File: src/logic/bp_pkg.sv
`default_nettype none

package bp_pkg;

    // Address width
    localparam int xlen = 32;

    typedef logic [xlen-1:0] pc_t;

    // Gshare table, indexed by PC[9:2] xor history
    localparam int pht_entries = 256;
    localparam int pht_index_w = 8;

    typedef logic [pht_index_w-1:0] pht_index_t;

    // Two-bit saturating counter states
    typedef enum logic [1:0] {
        strong_not_taken = 2'd0,
        weak_not_taken   = 2'd1,
        weak_taken       = 2'd2,
        strong_taken     = 2'd3
    } counter_t;

    // Direct-mapped target buffer, slot from PC[7:2], tag from PC[31:8]
    localparam int btb_entries = 64;
    localparam int btb_index_w = 6;
    localparam int btb_tag_w   = 24;

    typedef enum logic {
        kind_branch = 1'b0,
        kind_jump   = 1'b1
    } branch_kind_t;

    // Statistics widths
    localparam int stat_w  = 16;
    localparam int cycle_w = 28;

endpackage

`default_nettype wire

File: src/logic/fetch_predict.sv
`timescale 1ns/1ns
`default_nettype none

module fetch_predict (
    input  logic                 clk,
    input  logic                 rst_n,
    input  logic                 lookup_valid,
    input  bp_pkg::pc_t          lookup_pc,
    input  bp_pkg::counter_t     pht_counter,
    input  logic                 btb_hit,
    input  bp_pkg::pc_t          btb_target,
    input  bp_pkg::branch_kind_t btb_kind,
    output logic                 pred_valid,
    output bp_pkg::pc_t          pred_pc,
    output logic                 pred_taken,
    output bp_pkg::pc_t          pred_next_pc
);

    import bp_pkg::*;

    logic counter_says_taken;

    always_ff @(posedge clk) begin
        if (!rst_n) begin
            pred_valid <= 1'b0;
        end else begin
            pred_valid <= lookup_valid;
        end
    end

    // Lines up with the registered table reads
    always_ff @(posedge clk) begin
        if (lookup_valid) begin
            pred_pc <= lookup_pc;
        end
    end

    assign counter_says_taken = (pht_counter == weak_taken) || (pht_counter == strong_taken);

    // Jumps always redirect on a hit, branches follow the counter
    assign pred_taken = btb_hit && ((btb_kind == kind_jump) || counter_says_taken);

    assign pred_next_pc = pred_taken ? btb_target : pred_pc + 32'd4;

endmodule

`default_nettype wire

File: config.mk
export PLATFORM = sky130hd
export DESIGN_NAME = fetch_predict
export DESIGN_NICKNAME = d
export VERILOG_FILES = /design/src/logic/bp_pkg.sv /design/src/logic/fetch_predict.sv
export SDC_FILE = /design/constraint.sdc
export NUM_CORES = 1
export LEC_CHECK = 0
export ABC_CLOCK_PERIOD_IN_PS = 1830
export BUFFER_PORTS_ARGS = -buffer_cell sky130_fd_sc_hd__buf_2
export CORE_ASPECT_RATIO = 1.1
export CORE_MARGIN = 2
export CORE_UTILIZATION = 35
export CTS_CLUSTER_SIZE = 40
export DETAILED_ROUTE_END_ITERATION = 8
export GPL_TIMING_DRIVEN = 0
export PLACE_DENSITY_LB_ADDON = 0.3
export SKIP_CTS_REPAIR_TIMING = 1
export SLEW_MARGIN = 10
export SYNTH_ARGS = -nofsm -noshare
export SYNTH_HDL_FRONTEND = slang
export SYNTH_SLANG_ARGS = --single-unit
File: constraint.sdc
create_clock -name clk -period 1.83 [get_ports clk]
set_input_delay 0.366 -clock clk [delete_from_list [all_inputs] [get_ports clk]]
set_output_delay 0.366 -clock clk [all_outputs]
set_load 0.01 [all_outputs]
Yosys cells after proc, flatten, opt, wreduce, memory -nomap -nowiden
Cells that the tools add are included.

Add/subtract/negate cells: 1. Equal/unequal tests: 2. Muxes and demuxes: 1. Reductions and logical operators: 3.

Operators by type and width (count): $add 32x3->32 const B (1); $mux 32 (1); $eq 2x2->1 const B (2); $logic_or 1x1->1 (2); $logic_and 1x1->1 (1).

Flip-flop bits (word level): 33. Input bits: 71. Output and inout port bits: 66. Logic and storage cells: 9.

Logic depth before layout (Yosys ltp)
Depth in word-level cells: 5. Depth in mapped cells: 6. Gate-level depth less buffers: 5.

Worst setup path after synthesis
No wires, ideal clock.

Kind: register -> output. Start: register pred_pc[15]. End: output port pred_next_pc[27]. Arrival: 1.709 ns. Required time: 1.464 ns. Setup slack: -0.245 ns. Cell stages (with the launch flop): 6. Path buffers: 1. Cells stage by stage: edfxtp_1 > and4_4 > nand4_4 > buf_6 > or4_1 > a31oi_1.

Word-level cells in the longest chain between the ends: 2.

RTL lines: start, declared (line fetch_predict.sv:14) `output bp_pkg::pc_t pred_pc,`; start signal, assigned (line fetch_predict.sv:34) `pred_pc <= lookup_pc;`; $add 32x3->32 (line fetch_predict.sv:43) `assign pred_next_pc = pred_taken ? btb_target : pred_pc + 32'd4;`; $mux 32 (line fetch_predict.sv:43); end, declared (line fetch_predict.sv:16) `output bp_pkg::pc_t pred_next_pc`.

Every way passes these cells.

Worst setup path after layout
Start: register pred_pc[17]. End: output port pred_next_pc[29].

Same word-level chain as after synthesis.

==> qor.json <==
{
  "final_layout": {
    "diodes": 0,
    "final_net_count": 444,
    "commonest_cells_after_routing_fill_and_taps_aside": "132 x buf_2, 32 x edfxtp_1, 31 x buf_4",
    "area_growth_syn_to_layout_pct": 79.71,
    "multi_input_comb_area_um2": 1279,
    "final_area_um2": 3557,
    "seqCellArea_um2": 980.9,
    "fillCellCount": 437,
    "layout-drive-gt1-share_pct": 65.15,
    "layout.cells.most_common": "buf_2"
  },
  "critical_path": {
    "cp_data_arrival_time_ps": 2090,
    "ordered_list_of_cells_on_the_worst_path": "and4_4 > nand4_4 > buf_4 > or4_4 > a31oi_4 > buf_6",
    "critPathMaxFanout": 4,
    "critical_path.endpoint_type": "output port",
    "worst_stage_delay_on_the_critical_path_ps": 520,
    "worst_ep_required_ps": 1460,
    "cp-start-kind": "flop",
    "criticalPathCategory": "reg -> out",
    "timing.critical_path.slowest_stage_cell": "or4_4"
  },
  "place": {
    "port-buffer-count": 135,
    "dp_hpwl_um": 4452,
    "placed_area_um2": 2950,
    "gp_congestion": 0.7661
  },
  "global_route": {
    "gr-usage-all-layers_pct": 18.64,
    "grt_ovf": 0,
    "grt_start_max_net_pins": 34,
    "number_of_global_route_vias_before_repair": 2017,
    "grt_pass1_wl_um": 9108,
    "number_of_antenna_violations_at_the_first_check_in_global_routing": 0
  },
  "route": {
    "detailroute.via_count": 2283,
    "drcViolationCount": 0,
    "drt_iter0_markers": 68,
    "wl_per_cell_um": 15.21,
    "dr.pass1.iters": 4,
    "via_density_per_instance": 5.096,
    "ant_nets": 0,
    "wl_um": 6813
  },
  "yosys": {
    "synth-edff-count": 32,
    "netlist-cell-type-count": 30,
    "ys_seq_area_share_pct": 49.56,
    "synthesis.instances": 195,
    "synthesis.yosys.warnings": 0,
    "post_synthesis_async_set_or_reset_flop_share_pct": 0,
    "share_of_the_synthesized_area_in_the_top_cell_type_pct": 48.55,
    "synth.ff_latch_count": 33,
    "synthTopCellsByArea": "edfxtp_1 49%, nor2_1 5.5%, a31oi_1 5.4%",
    "synth.net_count": 267,
    "synth_top_area_cell": "edfxtp_1",
    "syn-cell-area_um2": 1979,
    "post_synth.cell_area_avg_um2": 10.15,
    "ys.flop_type": "edfxtp_1"
  },
  "floorplan": {
    "top_level_ports": 137,
    "start_util_pct": 36.45,
    "placeableCoreArea_um2": 5430,
    "die_area_um2": 6273,
    "horiz_die_dim_um": 75.70,
    "core.rowCount": 28,
    "die_y_um": 82.87
  },
  "sta": {
    "finalHoldViolCount": 0,
    "holdWs_ps": 260.3,
    "fin_crit_sh_pct": 134.0,
    "slew_violations": 0,
    "max_clock_freq_mhz": 407.7,
    "period_needed_ps": 2452,
    "max_slew.worst_pin.slew_ps": 740.6,
    "final.setup.worst_slack_ps": -622.5,
    "setup-violations-final": 26,
    "maxSlewHeadroom_pct": 50.62,
    "grt_setup_unrepaired": "true"
  },
  "status": {
    "violations": "setup timing",
    "status": "complete, but fails checks"
  },
  "pwr": {
    "power.total_mw": 2.121,
    "power_leakage_nw": 1.468,
    "power-per-cell-area_nw_per_um2": 596.4,
    "worst_ir_drop_vdd_uv": 432.6
  },
  "cts": {
    "max-clock-path-buffers": 2,
    "clkSlewWorstSetupHoldPaths_ps": 70,
    "htree_levels": 2,
    "ctsRootBufferMaster": "clkbuf_8",
    "tritoncts": "done",
    "numCtsBuffers": 5,
    "numClockSinks": 33
  },
  "flow_run": {
    "maxCapViolations": 0
  },
  "worst_hold_path": {
    "worst_hold_path.num_cells": 1,
    "min_path_type": "in -> reg"
  }
}
## worst paths after layout
check	from	slack, ps	endpoint
hold / removal	lookup_pc[31]	260	pred_pc[31]
setup / recovery	pred_pc[17]	-620	pred_next_pc[29]
## layout make-up
class                   instances  share of cell area (%)
repair buffers                168                   27.65
inverters                       3                  0.3166
flip-flops and latches         33                   27.58
clock inverters                 3                  0.3517
multi-input cells             147                   35.95
clock buffers                   5                   1.935
well taps                      75                   2.638
plain buffers                  14                   3.588
## Yosys cell counts (all sizes together), types with 2 or more instances
| master | count |
|---|---|
| a21oi | 12 |
| a31oi | 17 |
| and2 | 4 |
| and3 | 4 |
| and4 | 4 |
| buf | 7 |
| clkbuf | 7 |
| edfxtp | 32 |
| inv | 3 |
| mux2 | 3 |
| nand2 | 7 |
| nand3 | 8 |
| nand4 | 10 |
| nor2 | 29 |
| o21ai | 4 |
| o31ai | 14 |
| or3 | 3 |
| or4 | 14 |
| xnor2 | 2 |
| xor2 | 9 |
## stage by stage
step / cells / worst slack, ps / TNS [ps] / util (%)
2_1_floorplan: 195 / -195.6 / -2499 / -
3_3_place_gp: 405 / -506.0 / -11700 / 54.33
3_5_place_dp: 405 / -526.5 / -12120 / 54.33
4_1_cts: 413 / -750.7 / -17460 / 55.83
5_1_grt: 448 / -713.9 / -14870 / 65.51
6_report: 448 / -622.5 / -12090 / 65.51
## registers in the layout, summed over array words and instances, names as in the netlist
name        count
pred_valid      1
pred_pc        32
## report_power, final
group	switching, mW	internal (mW)	total [mW]
Combinational	0.324	0.331	0.655
Clock	0.253	0.256	0.508
Sequential	0.0594	0.899	0.958
## worst max-delay path, delay by kind of cell (launching register included)
kind,cells,cell delay [ps]
AO/OA/AOI/OAI,1,180
AND/OR/NAND/NOR,3,920
buffers and inverters,2,300
flip-flops,1,420
## kinds of logic (layout without fill, tap and decap cells)
group           count (synthesis)  in the layout  share of synthesized area, %
simple gates                   83             85                         24.46
compound gates                 47             47                         14.73
flops                          33             33                         49.56
buf+inv                        17            193                         4.046
xor+xnor                       11             11                         4.868
mux                             3              3                         1.707
fa+ha+maj                       1              1                        0.6320
## layer usage
layer | vias up | wire length [um] | share of wire (%) | global-route usage (%)
met5 | - | 0 | 0 | 0
met2 | 96 | 3502 | 51 | 31.86
met4 | 0 | 132 | 1.9 | 5.742
met3 | 10 | 419 | 6.2 | 5.097
li1 | 1130 | - | - | -
met1 | 1047 | 2759 | 40 | 22.17
(Power assumes the default switching activity.)
