### src/logic/bp_pkg.sv
`default_nettype none

package bp_pkg;

    // Address width
    localparam int xlen = 32;

    typedef logic [xlen-1:0] pc_t;

    // Gshare table, indexed by PC[9:2] xor history
    localparam int pht_entries = 256;
    localparam int pht_index_w = 8;

    typedef logic [pht_index_w-1:0] pht_index_t;

    // Two-bit saturating counter states
    typedef enum logic [1:0] {
        strong_not_taken = 2'd0,
        weak_not_taken   = 2'd1,
        weak_taken       = 2'd2,
        strong_taken     = 2'd3
    } counter_t;

    // Direct-mapped target buffer, slot from PC[7:2], tag from PC[31:8]
    localparam int btb_entries = 64;
    localparam int btb_index_w = 6;
    localparam int btb_tag_w   = 24;

    typedef enum logic {
        kind_branch = 1'b0,
        kind_jump   = 1'b1
    } branch_kind_t;

    // Statistics widths
    localparam int stat_w  = 16;
    localparam int cycle_w = 28;

endpackage

`default_nettype wire

### src/logic/bp_resolve_if.sv
`timescale 1ns/1ns
`default_nettype none

// One resolved branch per valid cycle, no backpressure
interface bp_resolve_if;

    logic                 valid;
    bp_pkg::pc_t          pc;
    bp_pkg::pht_index_t   index;
    bp_pkg::counter_t     counter;
    logic                 taken;
    bp_pkg::branch_kind_t kind;
    bp_pkg::pc_t          target;

    modport sink (
        input valid,
        input pc,
        input index,
        input counter,
        input taken,
        input kind,
        input target
    );

endinterface

`default_nettype wire

### src/logic/branch_target_buffer.sv
`timescale 1ns/1ns
`default_nettype none

module branch_target_buffer (
    input  logic                 clk,
    input  logic                 rst_n,
    input  logic                 lookup_valid,
    input  bp_pkg::pc_t          lookup_pc,
    bp_resolve_if.sink           resolve,
    output logic                 btb_hit,
    output bp_pkg::pc_t          btb_target,
    output bp_pkg::branch_kind_t btb_kind
);

    import bp_pkg::*;

    logic [btb_entries-1:0] slot_valid;
    logic [btb_tag_w-1:0]   slot_tag    [btb_entries];
    pc_t                    slot_target [btb_entries];
    branch_kind_t           slot_kind   [btb_entries];

    logic [btb_index_w-1:0] lookup_slot;
    logic [btb_tag_w-1:0]   lookup_tag;
    logic [btb_index_w-1:0] write_slot;

    assign lookup_slot = lookup_pc[btb_index_w+1:2];
    assign lookup_tag  = lookup_pc[xlen-1:btb_index_w+2];
    assign write_slot  = resolve.pc[btb_index_w+1:2];

    always_ff @(posedge clk) begin
        if (!rst_n) begin
            slot_valid <= '0;
            btb_hit    <= 1'b0;
        end else begin
            if (lookup_valid) begin
                btb_hit <= slot_valid[lookup_slot] && (slot_tag[lookup_slot] == lookup_tag);
            end
            if (resolve.valid) begin
                slot_valid[write_slot] <= 1'b1;
            end
        end
    end

    always_ff @(posedge clk) begin
        if (lookup_valid) begin
            btb_target <= slot_target[lookup_slot];
            btb_kind   <= slot_kind[lookup_slot];
        end
        // Resolve overwrites whatever held the slot before
        if (resolve.valid) begin
            slot_tag[write_slot]    <= resolve.pc[xlen-1:btb_index_w+2];
            slot_target[write_slot] <= resolve.target;
            slot_kind[write_slot]   <= resolve.kind;
        end
    end

endmodule

`default_nettype wire

### src/flat_wrapper.sv
// flat-port wrapper written by rule: the top's interface ports become plain ports
module branch_target_buffer_flat import bp_pkg::*;
  (clk, rst_n, lookup_valid, lookup_pc, btb_hit, btb_target, btb_kind, resolve_valid, resolve_pc, resolve_index, resolve_counter, resolve_taken, resolve_kind, resolve_target);
  bp_resolve_if resolve_i ();
  input  logic clk;
  input  logic rst_n;
  input  logic lookup_valid;
  input  bp_pkg::pc_t lookup_pc;
  output logic btb_hit;
  output bp_pkg::pc_t btb_target;
  output bp_pkg::branch_kind_t btb_kind;
  input wire logic [$bits(resolve_i.valid)-1:0] resolve_valid;
  input wire logic [$bits(resolve_i.pc)-1:0] resolve_pc;
  input wire logic [$bits(resolve_i.index)-1:0] resolve_index;
  input wire logic [$bits(resolve_i.counter)-1:0] resolve_counter;
  input wire logic [$bits(resolve_i.taken)-1:0] resolve_taken;
  input wire logic [$bits(resolve_i.kind)-1:0] resolve_kind;
  input wire logic [$bits(resolve_i.target)-1:0] resolve_target;
  assign resolve_i.valid = resolve_valid;
  assign resolve_i.pc = resolve_pc;
  assign resolve_i.index = resolve_index;
  assign resolve_i.counter = resolve_counter;
  assign resolve_i.taken = resolve_taken;
  assign resolve_i.kind = resolve_kind;
  assign resolve_i.target = resolve_target;
  branch_target_buffer u_core (.clk(clk), .rst_n(rst_n), .lookup_valid(lookup_valid), .lookup_pc(lookup_pc), .resolve(resolve_i), .btb_hit(btb_hit), .btb_target(btb_target), .btb_kind(btb_kind));
endmodule
### config.mk
export PLATFORM = sky130hd
export DESIGN_NAME = branch_target_buffer_flat
export DESIGN_NICKNAME = d
export VERILOG_FILES = /design/src/logic/bp_pkg.sv /design/src/logic/bp_resolve_if.sv /design/src/logic/branch_target_buffer.sv /design/src/flat_wrapper.sv
export SDC_FILE = /design/constraint.sdc
export NUM_CORES = 2
export LEC_CHECK = 0
export ABC_AREA = 1
export BUFFER_PORTS_ARGS = -buffer_cell sky130_fd_sc_hd__buf_2
export CAP_MARGIN = 20
export CORE_MARGIN = 2
export CORE_UTILIZATION = 25
export CTS_CLUSTER_DIAMETER = 100
export DETAILED_ROUTE_END_ITERATION = 12
export MAX_ROUTING_LAYER = met4
export PLACE_DENSITY_LB_ADDON = 0.1
export SYNTH_ARGS = -nofsm -noshare
export SYNTH_HDL_FRONTEND = slang
export SYNTH_SLANG_ARGS = --single-unit
### constraint.sdc
create_clock -name clk -period 6.38 [get_ports clk]
set_input_delay 0.957 -clock clk [delete_from_list [all_inputs] [get_ports clk]]
set_output_delay 0.957 -clock clk [all_outputs]
set_load 0.01 [all_outputs]
# Yosys cells after proc, flatten, opt, wreduce, memory -nomap -nowiden
# Memory sizes are Yosys's and may differ from the RTL's. A register that Yosys moved wholly into a read port is not among the register bits.
# Cells that the tools add are included.
# classes
n_reduce_logical,2
n_mux,6
n_bitwise,1
magnitude_cmp,3
eq_ne,1
# ops
operator,n
OR 64 bit,1
equality test 24 bit,1
less-than comparator 6 x 7 -> 1 bit (second input constant),2
binary-select mux 1 bit (select 6 bit),1
demux 1 bit (select 6 bit),1
greater-or-equal comparator 6 x 1 -> 1 bit (second input constant),1
2-to-1 mux 1 bit,4
logical AND 1 bit,2
# word_totals
n_memories,3
regBits,65
mem_bits_rw,3648
# memory_table
name,depth,word_bits,read_ports,rd_clocked_by_memory_dff,write_ports,line,source
u_core.slot_target,64,32,1,1,1,branch_target_buffer.sv:19,pc_t slot_target [btb_entries];
u_core.slot_tag,64,24,1,0,1,branch_target_buffer.sv:18,logic [btb_tag_w-1:0] slot_tag [btb_entries];
u_core.slot_kind,64,1,1,1,1,branch_target_buffer.sv:20,branch_kind_t slot_kind [btb_entries];

# Depth between registers and ports, before layout
# depth
depth_word,5
ltp_mapped,19
ltp_nobuf,17

# Worst setup path after synthesis
# No wires, ideal clock.
# synth_timing
kind,in2reg
from,in resolve_valid
to,mem u_core.slot_kind[32] (netlist bit) (enable)
n_path_buf,1
arrival_ns,3.918
cell_stages,5
slack_ns,1.988
setup_time_ns,0.474
cell_sequence,inv_1 clkbuf_1 nor3_1 inv_1 nor2_1
# synth_between
elab_chain_cells,2
# synth_lines
element,line,source
start: declaration,flat_wrapper.sv:12,input wire logic [$bits(resolve_i.valid)-1:0] resolve_valid;
2-to-1 mux 1 bit,branch_target_buffer.sv:50,if (resolve.valid) begin
2-to-1 mux 1 bit (implied by the code),branch_target_buffer.sv:53,slot_kind[write_slot] <= resolve.kind;
end: declaration,branch_target_buffer.sv:20,
# Every way passes these cells.

# Final worst setup path
# layout_timing
from,in lookup_pc[2]
to,reg u_core.btb_hit
# layout_between
elab_chain_cells,3
word_cells_on_any_way,5
cone_classes,eq/ne (1); mux (2); reduce/logical (1); memory (1)
# layout_lines
element,line,source
start: declaration,flat_wrapper.sv:8,input bp_pkg::pc_t lookup_pc;
memory (64 x 24 bit) or binary-select mux 1 bit (select 6 bit) (tied branches),-,
equality test 24 bit or 2-to-1 mux 1 bit (tied branches),branch_target_buffer.sv:36,btb_hit <= slot_valid[lookup_slot] && (slot_tag[lookup_slot] == lookup_tag);
logical AND 1 bit *,branch_target_buffer.sv:36,
end signal: assignment,branch_target_buffer.sv:36,
end: declaration,branch_target_buffer.sv:10,"output logic btb_hit,"
# Every way passes the cells marked *; elsewhere a longest branch is shown, timed or not. The select of a mux whose other input is x is not followed.
# A chain may end at the register's enable or synchronous reset.

==> flow_metrics.tcl <==
set metrics [dict create \
    outcome "complete, no violations" \
    finalSetupTns_ns 0 \
    cts_resized 0 \
    rsz0062_at_grt "false" \
    min_to "u_core.slot_tag[36][9]" \
    synthTopCellsByArea "edfxtp_1 (75%), nand3_1 (5.1%), nand2_1 (4.5%), o21ai_0 (4.3%), nor2_1 (4.1%)" \
    start_util_pct 25.0 \
    drv_cap 0 \
    die_w_um 772 \
    worstHoldPathCells 1 \
    hold_class "input port to register" \
    place_ws_ns 1.59 \
    final-max-slew-violation-count 0 \
    synth.most_common_cell "edfxtp_1" \
    fmax_ghz 0.265 \
    gr-usage-met2_pct 32.4 \
    reg2reg_depth 13 \
    yosysWarnings 0 \
    startpoint_type "input port" \
    drc_errors 0 \
    synth_commonest_cells "edfxtp_1 (3,681), nand2_1 (1,764), nor2_1 (1,626)" \
    cpMostUsedCell "nand3_1" \
    avgSynthCellArea_sq_um 12.7 \
    design.core.area_sq_mm 0.589 \
    grt_max_degree 175 \
    critPathRequiredTime_ns 7.30 \
    peakVddDrop_uv 263 \
    grt_use_total_pct 20.1 \
    wirelength_mm 600 \
    timing.rr.end "u_core.btb_hit" \
    cts_buffer_depth 4 \
    relSlewSlack_pct 13.4 \
    finalClockSkew_ns 0.0520 \
    post_dp_cell_area_sq_mm 0.159 \
    die_y_um 772 \
    min_period_ns 3.78 \
    cpPeakStageDelay_ns 0.80 \
    num_rows 282 \
    final_core_util_pct 29.4 \
    r2r_setup_slack_ns 3.85 \
    numClockSinks 3746 \
    use_met1_pct 27.2 \
    vias_per_cell 4.94 \
    slowest_stage "inv_8" \
    synth_top_flop_cell "edfxtp_1" \
    synthesis.nets 11700 \
    hold_viol 0 \
    fin_nets 11800 \
    drtAntennaViolNets 0 \
    ys_seq_area_share_pct 75.9 \
    criticalPathCategory "input port to register" \
    grt_pass1_vias 95000 \
    place_congestion 0.740 \
    leakage_nw 55.7 \
    rr_startpoint "u_core.slot_tag[47][0]" \
    crit_path_end_kind "register" \
    drive_gt1_share_pct 9.40 \
    worst_slack_ns 2.60 \
    critPathArrivalTime_ns 4.70 \
    yosysTopAreaCell "edfxtp_1" \
    clock-root-buffer "clkbuf_16" \
    io_pins 146 \
    die-area_sq_mm 0.596 \
    area_growth_pct 17.3 \
    cts_buffers 425 \
    cts_tree "built" \
    syn_inst 11600 \
    synth_seq_cells 3746 \
    post_drt_wl_per_cell_um 30.1 \
    dr.pass1.iters 6 \
    use_met3_pct 2.34 \
    hold_buffers 0 \
    path_clk_slew_ns 0.06 \
    hold_start "resolve_pc[17]" \
    period_share_pct 59.2 \
    drt_iter0_markers 10100 \
    synthesis.area_sq_mm 0.147 \
    htree_num_levels 5 \
    yosys.cell_types.count 23 \
    synth-edff-count 3681 \
    design_area_sq_mm 0.173 \
    grt-busiest-layer "met2" \
    dp_hpwl_mm 300 \
    powerDensity_mw_per_mm2 314 \
    clk_latency_ns 1.03 \
    setup_viol 0 \
    tightest_slew_ns 1.30 \
    crit_chain "buf_12, inv_8, buf_12, nand2_1, nand3_1, nand3_1, nand3_1, nand3_1, nand3_1, a21oi_1, nor2_1, nand2_1, nor2_1, nand3_1, a21oi_1" \
    antenna_found_initial 80 \
    grt_pass1_wl_mm 812 \
    port_buffers 130 \
    ys_async_sr_fraction_pct 0 \
    post_cts.repair.setup_buffers 0 \
    synth_top_area_share_pct 75.0 \
    num_vias 98300 \
    crit_fanout 98 \
    grt.overflow.total 0 \
]
[logic make-up after synthesis]
| logic type | count (synthesis) | share of synthesized area [%] |
|---|---|---|
| and+or+nand+nor | 4933 | 13.9 |
| AOI/OAI and AO/OA | 2056 | 7.64 |
| buffers and inverters | 863 | 2.58 |
| DFF | 3746 | 75.9 |
[where the power goes]
part           switching (mW)  total (mW)  internal (mW)  leakage, nW
logic                    2.44        3.26          0.816         15.6
clock network            10.2        23.7           13.5         6.46
registers              0.0703        27.3           27.2         33.7
total                    12.7        54.3           41.6         55.7
[worst max-delay path by stage]
stage                             start                    to  slack, ns  depth (start not counted)
after detailed placement   lookup_pc[2]        u_core.btb_hit       1.59                         15
final                      lookup_pc[2]        u_core.btb_hit       2.60                         15
after global routing       lookup_pc[2]        u_core.btb_hit       2.43                         15
after CTS                  lookup_pc[2]        u_core.btb_hit       2.69                         15
after global placement     lookup_pc[2]        u_core.btb_hit       1.53                         17
after floorplan           resolve_valid  u_core.slot_kind[32]       1.99                          5
[cells in the final DEF (no fill, tap or decap), types with 3 or more instances in the layout]
| cell type | n |
|---|---|
| inv_6 | 13 |
| inv_8 | 5 |
| buf_12 | 162 |
| o21ai_1 | 74 |
| o211ai_1 | 4 |
| clkinv_1 | 123 |
| clkinv_2 | 71 |
| clkinv_16 | 3 |
| clkbuf_1 | 94 |
| nor2_1 | 1562 |
| a21oi_1 | 6 |
| o221ai_1 | 3 |
| buf_4 | 208 |
| nand2_1 | 1764 |
| nor2_4 | 64 |
| o32ai_1 | 34 |
| dfxtp_1 | 65 |
| nor3_1 | 15 |
| nand3_1 | 1515 |
| edfxtp_1 | 3681 |
| o21ai_0 | 1281 |
| diode_2 | 24 |
| bufinv_16 | 29 |
| clkbuf_16 | 432 |
| nand3b_1 | 11 |
| clkinvlp_4 | 5 |
| buf_2 | 123 |
| clkinv_8 | 6 |
| o22ai_1 | 652 |
| buf_8 | 4 |
| inv_1 | 39 |
[critical path: cells and delay by family]
family,cells,cell delay (ns)
simple gates,10,1.81
buf+inv,3,1.48
compound gates,2,0.24
[through the flow]
step | cells | hold WS (ns) | power, mW
after floorplan | 11600 | 0.440 | 29.4
after global placement | 19000 | 0.449 | 31.0
after detailed placement | 19100 | 0.458 | 31.1
after CTS | 19800 | 0.259 | 54.8
after global routing | 19900 | 0.170 | 56.0
final | 19900 | 0.226 | 54.3
[metal layers]
layer	wire length (um)	vias up
met2	284000	3020
met3	30800	796
met1	271000	51700
li1	-	42800
met5	0	-
met4	14200	0
[state kept, by name, summed over array words and instances (netlist names)]
name                flops
u_core.btb_hit          1
u_core.slot_tag      1536
u_core.slot_valid      64
u_core.slot_kind       64
u_core.btb_target      32
u_core.slot_target   2048
u_core.btb_kind         1
[final cells by class]
class	instances	area, sq um
inverter	46	215
antenna	24	60.1
clock inverter	250	2030
sequential	3746	112000
fill	59300	416000
clock buffer	528	11200
timing repair buffer	499	5520
tap	7810	9770
multi-input combinational	6989	32200
No activity file was read; power rests on OpenSTA's default activity.
