[src/logic/bp_pkg.sv]
`default_nettype none

package bp_pkg;

    // Address width
    localparam int xlen = 32;

    typedef logic [xlen-1:0] pc_t;

    // Gshare table, indexed by PC[9:2] xor history
    localparam int pht_entries = 256;
    localparam int pht_index_w = 8;

    typedef logic [pht_index_w-1:0] pht_index_t;

    // Two-bit saturating counter states
    typedef enum logic [1:0] {
        strong_not_taken = 2'd0,
        weak_not_taken   = 2'd1,
        weak_taken       = 2'd2,
        strong_taken     = 2'd3
    } counter_t;

    // Direct-mapped target buffer, slot from PC[7:2], tag from PC[31:8]
    localparam int btb_entries = 64;
    localparam int btb_index_w = 6;
    localparam int btb_tag_w   = 24;

    typedef enum logic {
        kind_branch = 1'b0,
        kind_jump   = 1'b1
    } branch_kind_t;

    // Statistics widths
    localparam int stat_w  = 16;
    localparam int cycle_w = 28;

endpackage

`default_nettype wire

[src/logic/bp_resolve_if.sv]
`timescale 1ns/1ns
`default_nettype none

// One resolved branch per valid cycle, no backpressure
interface bp_resolve_if;

    logic                 valid;
    bp_pkg::pc_t          pc;
    bp_pkg::pht_index_t   index;
    bp_pkg::counter_t     counter;
    logic                 taken;
    bp_pkg::branch_kind_t kind;
    bp_pkg::pc_t          target;

    modport sink (
        input valid,
        input pc,
        input index,
        input counter,
        input taken,
        input kind,
        input target
    );

endinterface

`default_nettype wire

[src/logic/prediction_counters.sv]
`timescale 1ns/1ns
`default_nettype none

module prediction_counters (
    input  logic                      clk,
    input  logic                      rst_n,
    bp_resolve_if.sink                resolve,
    output logic [bp_pkg::cycle_w-1:0] cycle_count,
    output logic [bp_pkg::stat_w-1:0]  predictions_made,
    output logic [bp_pkg::stat_w-1:0]  correct_predictions
);

    import bp_pkg::*;

    logic branch_resolved;
    logic predicted_taken;

    // Jumps are not counted
    assign branch_resolved = resolve.valid && (resolve.kind == kind_branch);

    // Taken bit the counter implied at fetch time
    assign predicted_taken = (resolve.counter == weak_taken) ||
                             (resolve.counter == strong_taken);

    always_ff @(posedge clk) begin
        if (!rst_n) begin
            cycle_count         <= '0;
            predictions_made    <= '0;
            correct_predictions <= '0;
        end else begin
            cycle_count <= cycle_count + 1'b1;
            if (branch_resolved) begin
                predictions_made <= predictions_made + 1'b1;
                if (predicted_taken == resolve.taken) begin
                    correct_predictions <= correct_predictions + 1'b1;
                end
            end
        end
    end

endmodule

`default_nettype wire

[src/flat_wrapper.sv]
// flat-port wrapper written by rule: the top's interface ports become plain ports
module prediction_counters_flat import bp_pkg::*;
  (clk, rst_n, cycle_count, predictions_made, correct_predictions, resolve_valid, resolve_pc, resolve_index, resolve_counter, resolve_taken, resolve_kind, resolve_target);
  bp_resolve_if resolve_i ();
  input  logic clk;
  input  logic rst_n;
  output logic [bp_pkg::cycle_w-1:0] cycle_count;
  output logic [bp_pkg::stat_w-1:0] predictions_made;
  output logic [bp_pkg::stat_w-1:0] correct_predictions;
  input wire logic [$bits(resolve_i.valid)-1:0] resolve_valid;
  input wire logic [$bits(resolve_i.pc)-1:0] resolve_pc;
  input wire logic [$bits(resolve_i.index)-1:0] resolve_index;
  input wire logic [$bits(resolve_i.counter)-1:0] resolve_counter;
  input wire logic [$bits(resolve_i.taken)-1:0] resolve_taken;
  input wire logic [$bits(resolve_i.kind)-1:0] resolve_kind;
  input wire logic [$bits(resolve_i.target)-1:0] resolve_target;
  assign resolve_i.valid = resolve_valid;
  assign resolve_i.pc = resolve_pc;
  assign resolve_i.index = resolve_index;
  assign resolve_i.counter = resolve_counter;
  assign resolve_i.taken = resolve_taken;
  assign resolve_i.kind = resolve_kind;
  assign resolve_i.target = resolve_target;
  prediction_counters u_core (.clk(clk), .rst_n(rst_n), .resolve(resolve_i), .cycle_count(cycle_count), .predictions_made(predictions_made), .correct_predictions(correct_predictions));
endmodule
[config.mk]
export PLATFORM = sky130hd
export DESIGN_NAME = prediction_counters_flat
export DESIGN_NICKNAME = d
export VERILOG_FILES = /design/src/logic/bp_pkg.sv /design/src/logic/bp_resolve_if.sv /design/src/logic/prediction_counters.sv /design/src/flat_wrapper.sv
export SDC_FILE = /design/constraint.sdc
export NUM_CORES = 1
export LEC_CHECK = 0
export BUFFER_PORTS_ARGS = -buffer_cell sky130_fd_sc_hd__buf_4
export CORE_MARGIN = 4
export CORE_UTILIZATION = 45
export DETAILED_ROUTE_END_ITERATION = 16
export PLACE_DENSITY = 0.84
export SLEW_MARGIN = 20
export SYNTH_ARGS = -nofsm -noshare
export SYNTH_HDL_FRONTEND = slang
export SYNTH_SLANG_ARGS = --single-unit
[constraint.sdc]
create_clock -name clk -period 2.3 [get_ports clk]
set_input_delay 0.575 -clock clk [delete_from_list [all_inputs] [get_ports clk]]
set_output_delay 0.575 -clock clk [all_outputs]
set_load 0.03 [all_outputs]
After elaboration in Yosys (flattened, before gate mapping). Cells that the tools add are included. W data, S select, Z words.

Bitwise gates (word level): 1. Add/subtract/negate cells: 3. Equal/unequal tests: 3. Reduce and logical (&&, ||, !) cells: 3.

Operators with widths (count): $add A16 B1 Y16 const B (2); $add A28 B1 Y28 const B (1); $eq A2 B2 Y1 const B (2); $reduce_and A2 Y1 (1); $eq A1 B1 Y1 (1); $logic_and A1 B1 Y1 (1); $logic_or A1 B1 Y1 (1); $not A1 Y1 (1).

Bits in registers: 60. Word-level logic and storage cells: 13. Output and inout port bits: 60.

Depth between registers and ports, before layout. Gate-level depths: netlist of run 1.

Word-level depth: 4. Mapped depth: 5. Gate-level depth less buffers: 5.

Worst setup path after synthesis of run 1. Ideal clock, no wire load.

Path type: reg2reg. Start: reg u_core.cycle_count[0] in the netlist's numbering. End: reg u_core.cycle_count[18] in the netlist's numbering. Stages on the path, launching flop included: 6. Library setup time: 70 ps. Path slack: 353 ps. Data required time: 2230 ps. Arrival: 1877 ps. Cell sequence: dfxtp_1 -> ha_1 -> nand3_2 -> nor2_1 -> or4b_2 -> a21oi_1.

Cells in the longest elaborated chain, start to end: 1.

Ends and longest elaborated chain: start: declaration (line prediction_counters.sv:8) `output logic [bp_pkg::cycle_w-1:0] cycle_count,`; start signal: assignment (line prediction_counters.sv:31) `cycle_count <= cycle_count + 1'b1;`; $add A28 B1 Y28 (line prediction_counters.sv:31).

Every way passes these cells. A chain may end at the register's enable or synchronous reset.

Final worst setup path of run 1.
Start: reg u_core.correct_predictions[3] in the netlist's numbering. End: reg u_core.correct_predictions[13] in the netlist's numbering.

Cells in the longest elaborated chain, start to end: 1.

Ends and longest elaborated chain: start: declaration (line prediction_counters.sv:10) `output logic [bp_pkg::stat_w-1:0] correct_predictions`; start signal: assignment (line prediction_counters.sv:35) `correct_predictions <= correct_predictions + 1'b1;`; $add A16 B1 Y16 (line prediction_counters.sv:35).

Every way passes these cells.

==> results.sh, run 1 <==
export IMPL_drtAntennaViolNets=0
export IMPL_grt_ovfl_total=0
export IMPL_routabilityCongestion=0.788
export IMPL_power_switching_uw=472
export IMPL_hold_path_class="flip-flop to flip-flop"
export IMPL_synthAdderAreaFrac_pct=1.37
export IMPL_post_place_ws_ps=194
export IMPL_cts_repair_resized=0
export IMPL_pwr_share_comb_pct=4.3
export IMPL_met2_length_microns=2980
export IMPL_netlist_area_sq_um=2740
export IMPL_drtIter0Drc=95
export IMPL_synth_xor_area_share_pct=9.90
export IMPL_power_leakage_nw=1.35
export IMPL_die_y_microns=86.1
export IMPL_synth_edf_count=0
export IMPL_cpPeakStageDelay_ps=620
export IMPL_syn_avg_cell_area_sq_um=8.77
export IMPL_crit_buf_inv=0
export IMPL_synth_seq_area_share_pct=43.8
export IMPL_yosys_cell_types_count=37
export IMPL_status="completed"
export IMPL_routedWlPerCell_microns=13.7
export IMPL_hold_viol_final=0
export IMPL_yosys_warnings=0
export IMPL_whs_ps=471
export IMPL_antenna_cells=0
export IMPL_p_per_area_nw_per_um2=626
export IMPL_clkTransAtPathRegs_ps=70
export IMPL_vias_per_cell=5.57
export IMPL_swShare_pct=21.3
export IMPL_fin_setup_tns_ps=0
export IMPL_setup_violations=0
export IMPL_synthSimpleGateAreaFrac_pct=31.0
export IMPL_syn_inst=313
export IMPL_grt_max_degree=28
export IMPL_cp_arrival_ps=2230
export IMPL_worst_pin_slew_ps=596
export IMPL_drc=0
export IMPL_maxCapViolations=0
export IMPL_routed_top_layer="met4"
export IMPL_port_buffer_count=65
export IMPL_hold_buffers=0
export IMPL_fin_ws_ps=336
export IMPL_synth_seq_cells=60
export IMPL_dr_pass1_iters=4
export IMPL_crit_path_start_kind="flip-flop"
export IMPL_rsz0062_at_grt="no"
export IMPL_cell_internal_pwr_mw=1.74
export IMPL_area_delta_synth_final_pct=29.0
export IMPL_finClkSkew_ps=5.88
export IMPL_max_slew_margin_pct=59.9
export IMPL_muxShareOfSynthArea_pct=2.19
export IMPL_nNetsFinal=465
export IMPL_synth_top_family_by_area="simple AND/OR/NAND/NOR gates"
export IMPL_ir_worst_vdd_uv=377
export IMPL_vias=2574
export IMPL_pwr_share_clk_pct=48.0
export IMPL_syn_nets=395
export IMPL_numCtsBuffers=9
export IMPL_synthFlopType="dfxtp_1"
export IMPL_crit_required_ps=2560
export IMPL_grt_pass1_wl_microns=10600
export IMPL_die_w_microns=86.1
export IMPL_finalPower_mw=2.22
export IMPL_critPathCaptureType="flip-flop"
export IMPL_cts_setup_buffers=0
export IMPL_post_dp_cell_area_sq_um=3310
export IMPL_drt_wl_total_microns=6310
export IMPL_die_area_sq_um=7410
export IMPL_fmax_ghz=0.509
export IMPL_period_share_pct=85.4
export IMPL_finalNonFillerCells=462
export IMPL_cts_buffer_depth=2
export IMPL_met3_length_microns=363
export IMPL_start_util_pct=46.3
export IMPL_worst_path_max_fanout=12
export IMPL_place_hpwl_microns=4560
export IMPL_io_pins=139
export IMPL_dp_cells=447
export IMPL_cts_root_buf="clkbuf_8"
export IMPL_synth_compound_area_share_pct=9.62
export IMPL_track_usage_pct=17.5
export IMPL_worstSkewPairLatency_ps=330
export IMPL_finish_utilization_pct=59.8
export IMPL_coreArea_sq_um=5920
export IMPL_worstPathCellList="and4_1 > nand4_1 > or4_1 > a21oi_1"
export IMPL_p_seq_share_pct=47.8
export IMPL_cts_tree="yes"
export IMPL_antenna_found_initial=0
export IMPL_layout_drive_gt1_share_pct=23.8
export IMPL_rows=28
export IMPL_drv_slew=0
export IMPL_async_flop_share_pct=0
export IMPL_grt_pass1_vias=2351
export IMPL_criticalPathCategory="flip-flop to flip-flop"
export IMPL_clkSinkCount=60
export IMPL_wl_met1_microns=2840
export IMPL_htreeDepth=3
export IMPL_period_needed_ps=1960
export IMPL_path_delay_family="simple AND/OR/NAND/NOR gates"
export IMPL_cp_slowest_cell="or4_1"
export IMPL_design_area_sq_um=3540
==> final cells by class <==
cell class                 instances  area [sq um]
timing repair buffer              69           518
inverter                           5          18.8
tap                               75          93.8
fill                             526          2380
clock inverter                     4          72.6
clock buffer                      11           151
sequential                        60          1200
multi-input combinational        238          1480
==> cell usage in the layout, fill, tap and decap left out, types with 6 or more instances in the layout <==
cell type	count
mux2i_1	6
a21oi_1	22
nand2_1	24
dfxtp_1	60
nor3_1	7
clkbuf_8	11
nand2b_1	6
or3_1	6
nand3_1	20
nand4_1	17
nor2_1	35
or4_1	10
buf_4	69
xnor2_1	16
and4_1	6
xor2_1	15
o21ai_0	7
o31ai_1	9
==> power groups by stage <==
stage	Clock, mW	Sequential, mW	Combinational [mW]
floorplan	0	1.10	0.0405
global placement	0	1.08	0.0930
global route	1.13	1.06	0.103
CTS	1.09	1.06	0.0955
detailed placement	0	1.08	0.0951
finish	1.06	1.06	0.0942
==> final timing paths <==
check | startpoint | endpoint | slack, ps | cells past startpoint
worst min register to register | u_core.cycle_count[27] | u_core.cycle_count[27] | 470 | 2
worst min-delay path | u_core.cycle_count[27] | u_core.cycle_count[27] | 470 | 2
worst max-delay path | u_core.correct_predictions[3] | u_core.correct_predictions[13] | 340 | 4
worst max register to register | u_core.correct_predictions[3] | u_core.correct_predictions[13] | 340 | 4
==> cells by family (layout without fill, tap and decap cells) <==
kind of cell	after synthesis	count (layout)
compound gates	44	44
fa+ha+maj	3	3
mux	6	6
flops	60	60
buf+inv	15	89
xor+xnor	31	31
simple gates	154	154
==> cell usage after synthesis (all sizes together) (5+ instances only) <==
library cell	n	area (sq um)
or3	7	45.1
o21ai	7	35.0
xnor2	16	140
clkbuf	7	26.3
and3	5	31.3
o31ai	9	67.6
nor2	35	131
a21oi	22	110
dfxtp	60	1200
mux2i	6	60.1
nand2	24	90.1
nand3	22	120
or4	10	75.1
nor3	7	35.0
nand2b	7	51.3
and4	6	52.6
xor2	15	131
nand4	17	106
==> state kept, by name (all words and copies together), names as in the netlist <==
name                        flops
u_core.predictions_made        16
u_core.correct_predictions     16
u_core.cycle_count             28
==> tightest hold or removal path: stages (launching register included) <==
cell	delay [ps]
dfxtp_1	320
nand2_1	50
mux2i_1	50
==> routing by layer <==
layer	track usage, %	vias up
met1	22.4	1222
met3	3.65	9
met2	27.9	58
met5	0	-
li1	-	1285
met4	8.92	0
Note: power is estimated with default switching activity, not from simulation.
==> run 2: changes to the inputs <==
--- a/config.mk
+++ b/config.mk
@@ -6,8 +6,11 @@
 export NUM_CORES = 1
 export LEC_CHECK = 0
 export BUFFER_PORTS_ARGS = -buffer_cell sky130_fd_sc_hd__buf_4
+export CELL_PAD_IN_SITES_DETAIL_PLACEMENT = 0
+export CELL_PAD_IN_SITES_GLOBAL_PLACEMENT = 1
+export CORE_ASPECT_RATIO = 1.75
 export CORE_MARGIN = 4
-export CORE_UTILIZATION = 45
+export CORE_UTILIZATION = 32
 export DETAILED_ROUTE_END_ITERATION = 16
 export PLACE_DENSITY = 0.84
 export SLEW_MARGIN = 20
==> run 2 against run 1 <==
  * Wire length grew 8.9%
  * Sequential cell count is the same
  * Final area grew 4.1%
  * Non-clock buffer count grew 5
  * Die area grew 37%
  * Clock power grew 14%
  * Sequential share of layout area shrank 1.3 points
  * Critical path type unchanged
  * Setup slack gained 51 ps
==> results.sh, run 2 (synthesis gave the netlist of run 1 again) <==
export IMPL_worst_path_max_fanout=12
export IMPL_hold_buffers=0
export IMPL_top_register="u_core.cycle_count"
export IMPL_critPathCaptureType="flip-flop"
export IMPL_drv_slew=0
export IMPL_grt_pass1_vias=2466
export IMPL_status="completed"
export IMPL_htreeDepth=3
export IMPL_antenna_found_initial=0
export IMPL_hp_start="u_core.correct_predictions[15]"
export IMPL_clkSinkCount=60
export IMPL_finalPower_mw=2.37
export IMPL_worstSkewPairLatency_ps=320
export IMPL_start_util_pct=33.0
export IMPL_period_share_pct=83.2
export IMPL_maxCapViolations=0
export IMPL_seq_area_sq_um=1200
export IMPL_hold_viol_final=0
export IMPL_criticalPathCategory="flip-flop to flip-flop"
export IMPL_track_usage_pct=14.3
export IMPL_power_leakage_nw=1.40
export IMPL_p_per_area_nw_per_um2=644
export IMPL_routedWlPerCell_microns=13.6
export IMPL_rows=44
export IMPL_die_area_sq_um=10200
export IMPL_drt_wl_total_microns=6880
export IMPL_period_needed_ps=1910
export IMPL_worst_pin_slew_ps=415
export IMPL_antenna_cells=0
export IMPL_reg2reg_slack_ps=390
export IMPL_grt_max_degree=53
export IMPL_vias=2575
export IMPL_die_y_microns=130
export IMPL_max_slew_margin_pct=72.3
export IMPL_cts_root_buf="clkbuf_16"
export IMPL_finClkSkew_ps=3.81
export IMPL_vias_per_cell=5.08
export IMPL_largest_register_ffs=28
export IMPL_fin_setup_tns_ps=0
export IMPL_clkTransAtPathRegs_ps=50
export IMPL_crit_required_ps=2550
export IMPL_crit_path_start_kind="flip-flop"
export IMPL_rsz0062_at_grt="no"
export IMPL_setup_violations=0
export IMPL_nNetsFinal=470
export IMPL_hold_path_class="flip-flop to flip-flop"
export IMPL_ir_worst_vdd_uv=438
export IMPL_layout_drive_gt1_share_pct=24.2
export IMPL_cts_setup_buffers=0
export IMPL_fillers=833
export IMPL_coreArea_sq_um=8310
export IMPL_dr_pass1_iters=4
export IMPL_grt_pass1_wl_microns=11600
export IMPL_cts_repair_resized=0
export IMPL_ff2ff_path_depth=4
export IMPL_holdPathStages=2
export IMPL_cp_arrival_ps=2160
export IMPL_area_delta_synth_final_pct=34.3
export IMPL_cts_buffer_depth=2
export IMPL_routabilityCongestion=0.796
export IMPL_die_w_microns=78
export IMPL_final_common_cell="buf_4"
export IMPL_reg2reg_to="u_core.correct_predictions[13]"
export IMPL_worstHoldEndpoint="u_core.correct_predictions[15]"
export IMPL_reg2reg_from="u_core.correct_predictions[3]"
export IMPL_drc=0
export IMPL_grt_ovfl_total=0
export IMPL_multi_input_area_sq_um=1480
export IMPL_drtAntennaViolNets=0
export IMPL_place_hpwl_microns=5030
export IMPL_cts_tree="yes"
export IMPL_layout_common_cells="buf_4 (73), dfxtp_1 (60), nor2_1 (35)"
export IMPL_port_buffer_count=65
export IMPL_drtIter0Drc=116
export IMPL_numCtsBuffers=9
export IMPL_fmax_ghz=0.523
export IMPL_reg_top3="u_core.cycle_count x28, u_core.correct_predictions x16, u_core.predictions_made x16"
export IMPL_io_pins=139
## run 2: area by class of cell
| class | instances | area share [%] |
|---|---|---|
| multi-input cells | 238 | 40.2 |
| clock buffers | 13 | 7.06 |
| inverters | 5 | 0.509 |
| repair buffers | 74 | 15.4 |
| clock inverters | 2 | 0.272 |
| well taps | 115 | 3.90 |
| flip-flops and latches | 60 | 32.6 |
## run 2: routing by layer
layer / GRT usage [%] / vias to the layer above / share of wire, %
li1: - / 1295 / -
met1: 14.7 / 1212 / 38
met2: 25.9 / 53 / 54
met3: 3.98 / 15 / 5.1
met4: 7.93 / 0 / 2.7
met5: 0 / - / 0
## run 2: where the power goes
part           internal, mW  total (mW)  leakage [nW]  switching [mW]
sequential             1.05        1.06         0.484          0.0124
clock                 0.777        1.21         0.135           0.436
combinational        0.0368      0.0961         0.782          0.0593
## run 2: metrics by stage
| stage | std cells | hold slack [ps] | util (%) | setup slack, ps | area (sq um) |
|---|---|---|---|---|---|
| final | 507 | 477 | 44.3 | 387 | 3680 |
| after global routing | 507 | 500 | 44.3 | 191 | 3680 |
| after CTS | 507 | 480 | 44.3 | 373 | 3680 |
| after detailed placement | 492 | 465 | 41.1 | 200 | 3410 |
| after global placement | 492 | 457 | 41.1 | 221 | 3410 |
| after floorplan | 313 | 584 | - | 353 | 2740 |
## run 2: how the worst max path moves through the flow
stage | start | end | slack (ps) | cells after the start
final | u_core.correct_predictions[3] | u_core.correct_predictions[13] | 390 | 4
after detailed placement | resolve_counter[1] | u_core.correct_predictions[15] | 200 | 5
after global routing | u_core.correct_predictions[3] | u_core.correct_predictions[11] | 190 | 4
after floorplan | u_core.cycle_count[0] | u_core.cycle_count[18] | 350 | 5
after CTS | u_core.correct_predictions[3] | u_core.correct_predictions[15] | 370 | 4
after global placement | resolve_counter[1] | u_core.correct_predictions[15] | 220 | 5
## run 2: worst max-delay path: stages (launching register included)
cell,delay [ps]
dfxtp_1,410
and4_1,310
nand4_1,370
or4_1,610
a21oi_1,140
